`config.mk`:
```
export PLATFORM = sky130hd
export DESIGN_NAME = mem_sched_top
export DESIGN_NICKNAME = d
export VERILOG_FILES = /design/src/hdl/mem_sched_pkg.sv /design/src/hdl/sched_config_regs.sv /design/src/hdl/request_queue.sv /design/src/hdl/queue_selector.sv /design/src/hdl/mem_sched_top.sv
export VERILOG_INCLUDE_DIRS = /design/src /design/src/hdl
export SDC_FILE = /design/constraint.sdc
export NUM_CORES = 2
export LEC_CHECK = 0
export BUFFER_PORTS_ARGS = -buffer_cell sky130_fd_sc_hd__buf_2
export CORE_MARGIN = 1
export CORE_UTILIZATION = 45
export DETAILED_ROUTE_END_ITERATION = 12
export SYNTH_ARGS = -nofsm -noshare
export SYNTH_HDL_FRONTEND = slang
export SYNTH_SLANG_ARGS = --single-unit
export TNS_END_PERCENT = 5
```
`constraint.sdc`:
```
create_clock -name aclk -period 22.2 [get_ports aclk]
set_clock_uncertainty 0.2 [all_clocks]
set_input_delay 4.44 -clock aclk [delete_from_list [all_inputs] [get_ports aclk]]
set_output_delay 4.44 -clock aclk [all_outputs]
set_load 0.02 [all_outputs]
```
`src/hdl/mem_sched_defs.svh`:
```
`ifndef MEM_SCHED_DEFS_SVH
`define MEM_SCHED_DEFS_SVH

////////////////////////////////////////////////////////////////////////////
// sizes
////////////////////////////////////////////////////////////////////////////

// one queue per core
`define MS_NUM_QUEUES 4
// entries held by each queue
`define MS_QUEUE_DEPTH 8
// request address width
`define MS_ADDR_W 32
// cycle counter, relative and absolute deadlines
`define MS_TIME_W 32

////////////////////////////////////////////////////////////////////////////
// apb register map, byte offsets
////////////////////////////////////////////////////////////////////////////

`define MS_REG_MODE 8'h00
`define MS_REG_SLOT 8'h04
// one word per queue, 4 bytes apart
`define MS_REG_DL_BASE 8'h10
`define MS_REG_PRIO_BASE 8'h20

`endif

```
`src/hdl/mem_sched_pkg.sv`:
```
`include "mem_sched_defs.svh"

package mem_sched_pkg;

    // scheduling policy, value 3 is reserved
    typedef enum logic [1:0] {
        POLICY_FP   = 2'd0,
        POLICY_EDF  = 2'd1,
        POLICY_TDMA = 2'd2
    } sched_policy_e;

    // queue / core index
    typedef logic [$clog2(`MS_NUM_QUEUES)-1:0] core_id_t;

    // request as seen on ingress and egress
    typedef struct packed {
        core_id_t               core_id;
        logic                   is_write;
        logic [`MS_ADDR_W-1:0]  addr;
    } mem_req_t;

    // queued request, stamped on acceptance
    typedef struct packed {
        mem_req_t               req;
        logic [`MS_TIME_W-1:0]  abs_deadline;
    } queue_entry_t;

    // apb requester side
    typedef struct packed {
        logic        psel;
        logic        penable;
        logic        pwrite;
        logic [7:0]  paddr;
        logic [31:0] pwdata;
    } apb_req_t;

    // apb completer side
    typedef struct packed {
        logic [31:0] prdata;
        logic        pready;
        logic        pslverr;
    } apb_rsp_t;

    // live configuration seen by the scheduler
    typedef struct packed {
        sched_policy_e                                policy;
        logic [15:0]                                  slot_len;
        logic [`MS_NUM_QUEUES-1:0][`MS_TIME_W-1:0]    rel_deadline;
        logic [`MS_NUM_QUEUES-1:0][3:0]               prio;
    } sched_cfg_t;

endpackage

```
`src/hdl/sched_config_regs.sv`:
```
`include "mem_sched_defs.svh"

module sched_config_regs (
    input  logic                    aclk,
    input  logic                    arst_n,
    input  mem_sched_pkg::apb_req_t apb,
    output mem_sched_pkg::apb_rsp_t apb_rsp,
    output mem_sched_pkg::sched_cfg_t cfg
);
    import mem_sched_pkg::*;

    localparam int N = `MS_NUM_QUEUES;

    sched_cfg_t   cfg_q;
    logic         access;
    logic         hit;
    logic         mode_err;
    logic         wr_en;
    logic         sel_mode;
    logic         sel_slot;
    logic [N-1:0] sel_dl;
    logic [N-1:0] sel_prio;
    logic [31:0]  rd_data;

    ////////////////////////////////////////////////////////////////////////////
    // address decode and read mux
    ////////////////////////////////////////////////////////////////////////////

    // access phase, zero wait states
    assign access = apb.psel && apb.penable;

    always_comb begin
        sel_mode = (apb.paddr == `MS_REG_MODE);
        sel_slot = (apb.paddr == `MS_REG_SLOT);
        rd_data  = '0;
        if (sel_mode) begin
            rd_data = 32'(cfg_q.policy);
        end
        if (sel_slot) begin
            rd_data = 32'(cfg_q.slot_len);
        end
        for (int i = 0; i < N; i++) begin
            sel_dl[i]   = (apb.paddr == `MS_REG_DL_BASE + 8'(4 * i));
            sel_prio[i] = (apb.paddr == `MS_REG_PRIO_BASE + 8'(4 * i));
            if (sel_dl[i]) begin
                rd_data = 32'(cfg_q.rel_deadline[i]);
            end
            if (sel_prio[i]) begin
                rd_data = 32'(cfg_q.prio[i]);
            end
        end
        hit = sel_mode || sel_slot || (|sel_dl) || (|sel_prio);
    end

    // reserved policy code is refused
    assign mode_err = sel_mode && apb.pwrite && (apb.pwdata[1:0] == 2'd3);
    assign wr_en    = access && apb.pwrite && hit && !mode_err;

    assign apb_rsp.prdata  = rd_data;
    assign apb_rsp.pready  = 1'b1;
    assign apb_rsp.pslverr = access && (!hit || mode_err);

    ////////////////////////////////////////////////////////////////////////////
    // register file
    ////////////////////////////////////////////////////////////////////////////

    always_ff @(posedge aclk or negedge arst_n) begin
        if (!arst_n) begin
            cfg_q.policy   <= POLICY_FP;
            cfg_q.slot_len <= 16'd1;
            for (int i = 0; i < N; i++) begin
                cfg_q.rel_deadline[i] <= '0;
                // default priority follows the queue index
                cfg_q.prio[i]         <= 4'(i);
            end
        end else if (wr_en) begin
            if (sel_mode) begin
                cfg_q.policy <= sched_policy_e'(apb.pwdata[1:0]);
            end
            if (sel_slot) begin
                cfg_q.slot_len <= apb.pwdata[15:0];
            end
            for (int i = 0; i < N; i++) begin
                if (sel_dl[i]) begin
                    cfg_q.rel_deadline[i] <= apb.pwdata[`MS_TIME_W-1:0];
                end
                if (sel_prio[i]) begin
                    cfg_q.prio[i] <= apb.pwdata[3:0];
                end
            end
        end
    end

    assign cfg = cfg_q;

    // policy register never holds the reserved code
    a_policy_legal: assert property (@(posedge aclk) disable iff (!arst_n)
        cfg_q.policy inside {POLICY_FP, POLICY_EDF, POLICY_TDMA});

endmodule

```
`src/hdl/request_queue.sv`:
```
`include "mem_sched_defs.svh"

module request_queue (
    input  logic                        aclk,
    input  logic                        arst_n,
    input  logic                        push,
    input  logic                        pop,
    input  mem_sched_pkg::queue_entry_t wr_entry,
    output mem_sched_pkg::queue_entry_t head,
    output logic                        empty,
    output logic                        full
);
    import mem_sched_pkg::*;

    localparam int DEPTH = `MS_QUEUE_DEPTH;
    localparam int PTR_W = $clog2(DEPTH);

    // storage, no reset
    queue_entry_t     mem [DEPTH];
    logic [PTR_W-1:0] wr_ptr;
    logic [PTR_W-1:0] rd_ptr;
    // occupancy, one extra bit for the full state
    logic [PTR_W:0]   count;

    assign empty = (count == '0);
    assign full  = (count == (PTR_W + 1)'(DEPTH));
    // head shows the oldest entry
    assign head  = mem[rd_ptr];

    always_ff @(posedge aclk) begin
        if (push) begin
            mem[wr_ptr] <= wr_entry;
        end
    end

    ////////////////////////////////////////////////////////////////////////////
    // pointers and count
    ////////////////////////////////////////////////////////////////////////////

    always_ff @(posedge aclk or negedge arst_n) begin
        if (!arst_n) begin
            wr_ptr <= '0;
            rd_ptr <= '0;
            count  <= '0;
        end else begin
            if (push) begin
                wr_ptr <= (wr_ptr == PTR_W'(DEPTH - 1)) ? '0 : wr_ptr + 1'b1;
            end
            if (pop) begin
                rd_ptr <= (rd_ptr == PTR_W'(DEPTH - 1)) ? '0 : rd_ptr + 1'b1;
            end
            // simultaneous push and pop keeps the count
            if (push && !pop) begin
                count <= count + 1'b1;
            end else if (pop && !push) begin
                count <= count - 1'b1;
            end
        end
    end

    // ingress must hold off a full queue
    a_no_overflow: assert property (@(posedge aclk) disable iff (!arst_n)
        push |-> !full);
    // selector only grants queues with entries
    a_no_underflow: assert property (@(posedge aclk) disable iff (!arst_n)
        pop |-> !empty);

endmodule

```
`src/hdl/queue_selector.sv`:
```
`include "mem_sched_defs.svh"

module queue_selector (
    input  logic                                        aclk,
    input  logic                                        arst_n,
    input  mem_sched_pkg::sched_cfg_t                   cfg,
    input  logic [`MS_NUM_QUEUES-1:0]                   nonempty,
    input  logic [`MS_NUM_QUEUES-1:0][`MS_TIME_W-1:0]   head_deadlines,
    input  logic                                        advance,
    output mem_sched_pkg::core_id_t                     grant,
    output logic                                        grant_valid
);
    import mem_sched_pkg::*;

    localparam int N      = `MS_NUM_QUEUES;
    localparam int TIME_W = `MS_TIME_W;

    logic [N-1:0][TIME_W-1:0] prio_keys;
    core_id_t                 fp_grant;
    core_id_t                 edf_grant;
    logic                     any_pending;

    // tdma slot state
    core_id_t                 owner;
    core_id_t                 owner_next;
    logic [15:0]              slot_cnt;
    logic [16:0]              slot_cnt_inc;
    logic                     slot_done;
    logic                     owner_busy;

    ////////////////////////////////////////////////////////////////////////////
    // fixed priority and edf
    ////////////////////////////////////////////////////////////////////////////

    // smallest key among valid queues
    // strict compare so a tie keeps the lower index
    function automatic core_id_t pick_min(input logic [N-1:0] valid,
                                          input logic [N-1:0][TIME_W-1:0] keys);
        core_id_t          idx;
        logic [TIME_W-1:0] best;
        logic              found;
        idx   = '0;
        best  = '1;
        found = 1'b0;
        for (int i = 0; i < N; i++) begin
            if (valid[i] && (!found || keys[i] < best)) begin
                idx   = core_id_t'(i);
                best  = keys[i];
                found = 1'b1;
            end
        end
        return idx;
    endfunction

    // priorities widened to share the comparator
    always_comb begin
        for (int i = 0; i < N; i++) begin
            prio_keys[i] = TIME_W'(cfg.prio[i]);
        end
    end

    assign fp_grant    = pick_min(nonempty, prio_keys);
    assign edf_grant   = pick_min(nonempty, head_deadlines);
    assign any_pending = |nonempty;

    ////////////////////////////////////////////////////////////////////////////
    // tdma slot timer
    ////////////////////////////////////////////////////////////////////////////

    assign owner_next   = (owner == core_id_t'(N - 1)) ? '0 : owner + 1'b1;
    assign owner_busy   = nonempty[owner];
    // slot_len of 0 acts as 1
    assign slot_cnt_inc = {1'b0, slot_cnt} + 17'd1;
    assign slot_done    = (slot_cnt_inc >= {1'b0, cfg.slot_len});

    always_ff @(posedge aclk or negedge arst_n) begin
        if (!arst_n) begin
            owner    <= '0;
            slot_cnt <= '0;
        end else if (cfg.policy != POLICY_TDMA) begin
            // restart from queue 0 when tdma is entered
            owner    <= '0;
            slot_cnt <= '0;
        end else if (!owner_busy) begin
            // idle owner gives up the rest of its slot
            owner    <= owner_next;
            slot_cnt <= '0;
        end else if (advance) begin
            // stalled cycles do not count against the slot
            if (slot_done) begin
                owner    <= owner_next;
                slot_cnt <= '0;
            end else begin
                slot_cnt <= slot_cnt_inc[15:0];
            end
        end
    end

    ////////////////////////////////////////////////////////////////////////////
    // policy mux
    ////////////////////////////////////////////////////////////////////////////

    always_comb begin
        grant       = '0;
        grant_valid = 1'b0;
        case (cfg.policy)
            POLICY_FP: begin
                grant       = fp_grant;
                grant_valid = any_pending;
            end
            POLICY_EDF: begin
                grant       = edf_grant;
                grant_valid = any_pending;
            end
            POLICY_TDMA: begin
                // only the slot owner may go
                grant       = owner;
                grant_valid = owner_busy;
            end
            default: begin
                grant       = '0;
                grant_valid = 1'b0;
            end
        endcase
    end

endmodule

```
`src/hdl/mem_sched_top.sv`:
```
`include "mem_sched_defs.svh"

module mem_sched_top (
    input  logic                      aclk,
    input  logic                      arst_n,
    input  logic                      req_valid,
    input  mem_sched_pkg::mem_req_t   req,
    output logic                      req_ready,
    output logic                      out_valid,
    output mem_sched_pkg::mem_req_t   out,
    input  logic                      out_ready,
    input  mem_sched_pkg::apb_req_t   apb,
    output mem_sched_pkg::apb_rsp_t   apb_rsp
);
    import mem_sched_pkg::*;

    localparam int N      = `MS_NUM_QUEUES;
    localparam int TIME_W = `MS_TIME_W;

    sched_cfg_t               cfg;
    logic [TIME_W-1:0]        cycle_cnt;
    queue_entry_t             in_entry;
    logic [N-1:0]             q_push;
    logic [N-1:0]             q_pop;
    logic [N-1:0]             q_empty;
    logic [N-1:0]             q_full;
    queue_entry_t [N-1:0]     q_head;
    logic [N-1:0][TIME_W-1:0] head_deadlines;
    core_id_t                 grant;
    logic                     grant_valid;
    logic                     load_ok;
    logic                     take;
    logic                     out_valid_q;
    mem_req_t                 out_q;

    sched_config_regs u_config (
        .aclk    (aclk),
        .arst_n  (arst_n),
        .apb     (apb),
        .apb_rsp (apb_rsp),
        .cfg     (cfg)
    );

    ////////////////////////////////////////////////////////////////////////////
    // ingress steering and deadline stamping
    ////////////////////////////////////////////////////////////////////////////

    // free-running time base, 0 on the first cycle out of reset
    always_ff @(posedge aclk or negedge arst_n) begin
        if (!arst_n) begin
            cycle_cnt <= '0;
        end else begin
            cycle_cnt <= cycle_cnt + 1'b1;
        end
    end

    // stall only the core whose queue is full
    assign req_ready             = !q_full[req.core_id];
    assign in_entry.req          = req;
    assign in_entry.abs_deadline = cycle_cnt + cfg.rel_deadline[req.core_id];

    // output register is free or drains this cycle
    assign load_ok = !out_valid_q || out_ready;
    assign take    = grant_valid && load_ok;

    for (genvar g = 0; g < N; g++) begin : g_queue
        assign q_push[g]         = req_valid && req_ready && (req.core_id == core_id_t'(g));
        assign q_pop[g]          = take && (grant == core_id_t'(g));
        assign head_deadlines[g] = q_head[g].abs_deadline;

        request_queue u_queue (
            .aclk     (aclk),
            .arst_n   (arst_n),
            .push     (q_push[g]),
            .pop      (q_pop[g]),
            .wr_entry (in_entry),
            .head     (q_head[g]),
            .empty    (q_empty[g]),
            .full     (q_full[g])
        );
    end

    queue_selector u_selector (
        .aclk           (aclk),
        .arst_n         (arst_n),
        .cfg            (cfg),
        .nonempty       (~q_empty),
        .head_deadlines (head_deadlines),
        .advance        (take),
        .grant          (grant),
        .grant_valid    (grant_valid)
    );

    ////////////////////////////////////////////////////////////////////////////
    // egress register
    ////////////////////////////////////////////////////////////////////////////

    always_ff @(posedge aclk or negedge arst_n) begin
        if (!arst_n) begin
            out_valid_q <= 1'b0;
        end else if (load_ok) begin
            out_valid_q <= grant_valid;
        end
    end

    // payload follows the granted head
    always_ff @(posedge aclk) begin
        if (take) begin
            out_q <= q_head[grant].req;
        end
    end

    assign out_valid = out_valid_q;
    assign out       = out_q;

    // stalled output holds until the handshake
    a_out_hold: assert property (@(posedge aclk) disable iff (!arst_n)
        out_valid && !out_ready |=> out_valid && $stable(out));

endmodule

```
==> impl_metrics.ini <==
[place]
place.gp.congestion = 0.866
buffer_ports.inserted = 151
area_post_placement_um2 = 105000
detailedPlacementHpwl_um = 160000
dp_cells = 8100

[yosys]
synth_area_um2 = 100000
post-synth-top-area-fraction_pct = 65.3
synthMostInstantiatedCell = edfxtp_1
synth_top_cells_by_area = edfxtp_1, mux4_2, dfrtp_1
dominantRegCellSynth = edfxtp_1
syn-mean-instance-area_um2 = 19.7
synth.top_cells.by_count = edfxtp_1, mux4_2, mux2_2, dfrtp_1, nand2_1
synth_largest_area_cell = edfxtp_1
yosys_register_bits = 2432
synth_seq_area_share_pct = 71.7
cells_after_synth = 5093
ys_types = 69
synth-edff-count = 2179
synth_async_sr_flop_share_pct = 10.4
yosys_synthesis_warning_count = 0
mappedNetlistNets = 5359

[pwr]
switchingPower_uw = 2560
power.share.combinational_pct = 10.7
power.static_leakage_uw = 0.0392
power.density_nw_per_um2 = 91.9
power_switching_share_pct = 24.5
cellInternalPower_uw = 7870
seq_power_share_pct = 49.7
p_clk_share_pct = 39.6
peak_supply_drop_mv = 0.0868

[sta]
final.setup.tns_ns = 0
fin_hold_ws_ns = 0.294
slew_violations = 0
rsz0062_at_grt = no
final.min_clock_period_ns = 14.03
final_min_period_over_clock_period_pct = 63.2
setup-violations-final = 0
worstMarginPinSlew_ns = 1.29
timing_hold_violations_final = 0
max_clock_freq_ghz = 0.0713
slew_headroom_pct = 14.0

[die]
core_region_area_um2 = 220000
floorplan.die.height_um = 474
die-area_um2 = 224000
pin_count = 153
num_rows = 172
die_width_um = 474
start_util_pct = 45.4

[worst_setup_path]
critical_path_required_ns = 22.76
biggest_fanout_along_the_worst_timing_path = 62
worst_setup_path_end_kind = flop
cp_data_arrival_time_ns = 14.60
cp-start-kind = flop
slowest_delay_ns = 0.85
critical_path_s_slowest_cell = dfrtp_4
crit_path_class = reg -> reg

[clock_network]
clk_transition_reported_paths_ns = 0.06
cts_buffers = 241
cts_resized = 0
cts-hold-fix-buffers = 0
cts_sinks = 2432
clk-insertion-delay-late_ns = 0.92
max-clock-path-buffers = 3
cts_root_buffer = clkbuf_16
cts_htree_levels = 4
postCtsSetupBuffers = 0
cts_tree = yes

[route]
dr.pass1.iters = 6
routed_wire_length_per_instance_um = 31.0
routed_vias_inst = 6.06
dr_total_vias = 51832
drt_iter0_markers = 5399
remaining_drc_errors = 0
routed_wl_um = 265000
drtAntennaViolNets = 0

[global_route]
grt_most_used_layer = met2
overflow = 0
grt_antenna_before_repair = 22
met3_usage_pct = 3.33
met1_routing_resource_usage_after_global_routing_pct = 35.2
use_met2_pct = 37.6
grt_max_degree = 109
grt_first_pass_wirelength_um = 382000
vias_in_the_first_global_route = 52070
all_layer_global_routing_usage_pct = 23.8

[finish]
layoutNonFillerInstCount = 8552
proportion_of_layout_cells_with_a_drive_suffix_above_1_pct = 28.6
layout.nets = 5651
area.growth.synth_to_final_pct = 13.4
finish.instance_area_um2 = 114000

[outcome]
run_status = finished, final reports clean

[hold_path]
worst_hold_path_type = reg -> reg

[flow_run]
maxCapViolCount = 0
[through the flow]
stage               setup slack (ns)  utilization (%)  power (uW)
global placement                8.41             47.9        6360
finish                          8.17             51.5       10400
global route                    7.44             51.5       10800
CTS                             8.27             51.5       10500
detailed placement              8.24             47.9        6390
floorplan                      11.10                -        5970
[logic make-up (layout without fill, tap and decap cells)]
kind of cell             Yosys count  count (layout)  share of synthesized area (%)
AND/OR/NAND/NOR                  530             530                           2.53
buffers and inverters            315             814                           1.20
multiplexers                    1048            1048                           18.0
other                              1               3                        0.00374
adder cells (fa/ha/maj)          184             184                           2.34
AO/OA/AOI/OAI                    495             495                           3.52
flip-flops                      2432            2432                           71.7
XOR/XNOR                          88              88                          0.770
[area by class of cell]
type	instances	area, um2
repair buffers	287	1800
flip-flops and latches	2432	71800
fillers	17571	107000
well taps	2958	3700
inverters	77	289
clock inverters	155	1710
clock buffers	295	6360
diodes	2	5.00
multi-input cells	2346	27800
[power by group through the flow]
stage / Clock [uW] / Combinational, uW / Sequential, uW
2_1_floorplan: 0 / 701 / 5270
4_1_cts: 4200 / 1110 / 5180
3_3_place_gp: 0 / 1090 / 5270
5_1_grt: 4370 / 1200 / 5190
3_5_place_dp: 0 / 1110 / 5280
6_report: 4140 / 1110 / 5180
[layout by cell type (no fill, tap or decap), types with 27 or more instances in the layout]
cell,Yosys,layout
a21o_1,30,30
dfrtp_1,248,235
clkinv_2,0,48
a2bb2oi_1,35,35
o21ai_0,95,95
mux2i_1,168,168
edfxtp_1,2179,2179
o211ai_1,40,40
nor2_1,98,68
a21oi_1,58,58
o221ai_1,39,39
bufinv_16,0,27
buf_4,1,136
nor2b_1,46,46
nor3_1,44,34
a211oi_1,42,42
mux4_2,570,570
clkbuf_1,161,42
clkbuf_16,0,242
buf_2,10,149
xnor2_1,64,42
mux2_1,32,32
nor2_4,0,27
nand3_1,38,38
mux2_2,278,278
inv_1,76,76
clkinv_1,1,54
o21a_1,56,56
ha_1,179,179
nand2_1,199,198
[layer usage]
layer / routed length, um / share of wire, %
met3: 18700 / 7.1
met1: 116000 / 44
met4: 4930 / 1.9
met2: 126000 / 47
met5: 52 / 0.020
[sequential cells by signal, summed over array words and instances (netlist names)]
name and cells:
cycle_cnt 32, g_queue.u_queue.count 16, g_queue.u_queue.mem 2144, g_queue.u_queue.rd_ptr 12, g_queue.u_queue.wr_ptr 12, out 35, out_valid 1, u_config.cfg 162
u_selector.owner 2, u_selector.slot_cnt 16
[critical path, delay by kind of cell (launching register included)]
family / cells / cell delay (ns)
muxes: 2 / 0.95
xor gates and xnor gates: 2 / 0.29
AOI/OAI and AO/OA: 20 / 4.77
and+or+nand+nor: 9 / 1.97
buffers and inverters: 7 / 3.27
DFF: 1 / 0.85
adders and majority gates: 5 / 1.42
[path summary, 6_finish.rpt]
kind	endpoint	startpoint	depth (start not counted)	slack [ns]
max reg2reg	g_queue[3].u_queue.count[3]$_DFFE_PN0P_	g_queue[0].u_queue.rd_ptr[0]$_DFFE_PN0P_	45	8.17
min	cycle_cnt[31]$_DFF_PN0_	cycle_cnt[31]$_DFF_PN0_	1	0.29
min reg2reg	cycle_cnt[31]$_DFF_PN0_	cycle_cnt[31]$_DFF_PN0_	1	0.29
max	g_queue[3].u_queue.count[3]$_DFFE_PN0P_	g_queue[0].u_queue.rd_ptr[0]$_DFFE_PN0P_	45	8.17
min in group asynchronous	u_config.cfg[121]$_DFFE_PN0P_	arst_n	1	3.39
max in group asynchronous	g_queue[2].u_queue.rd_ptr[2]$_DFFE_PN0P_	arst_n	2	16.72
Power figures use the tool's default switching activity.
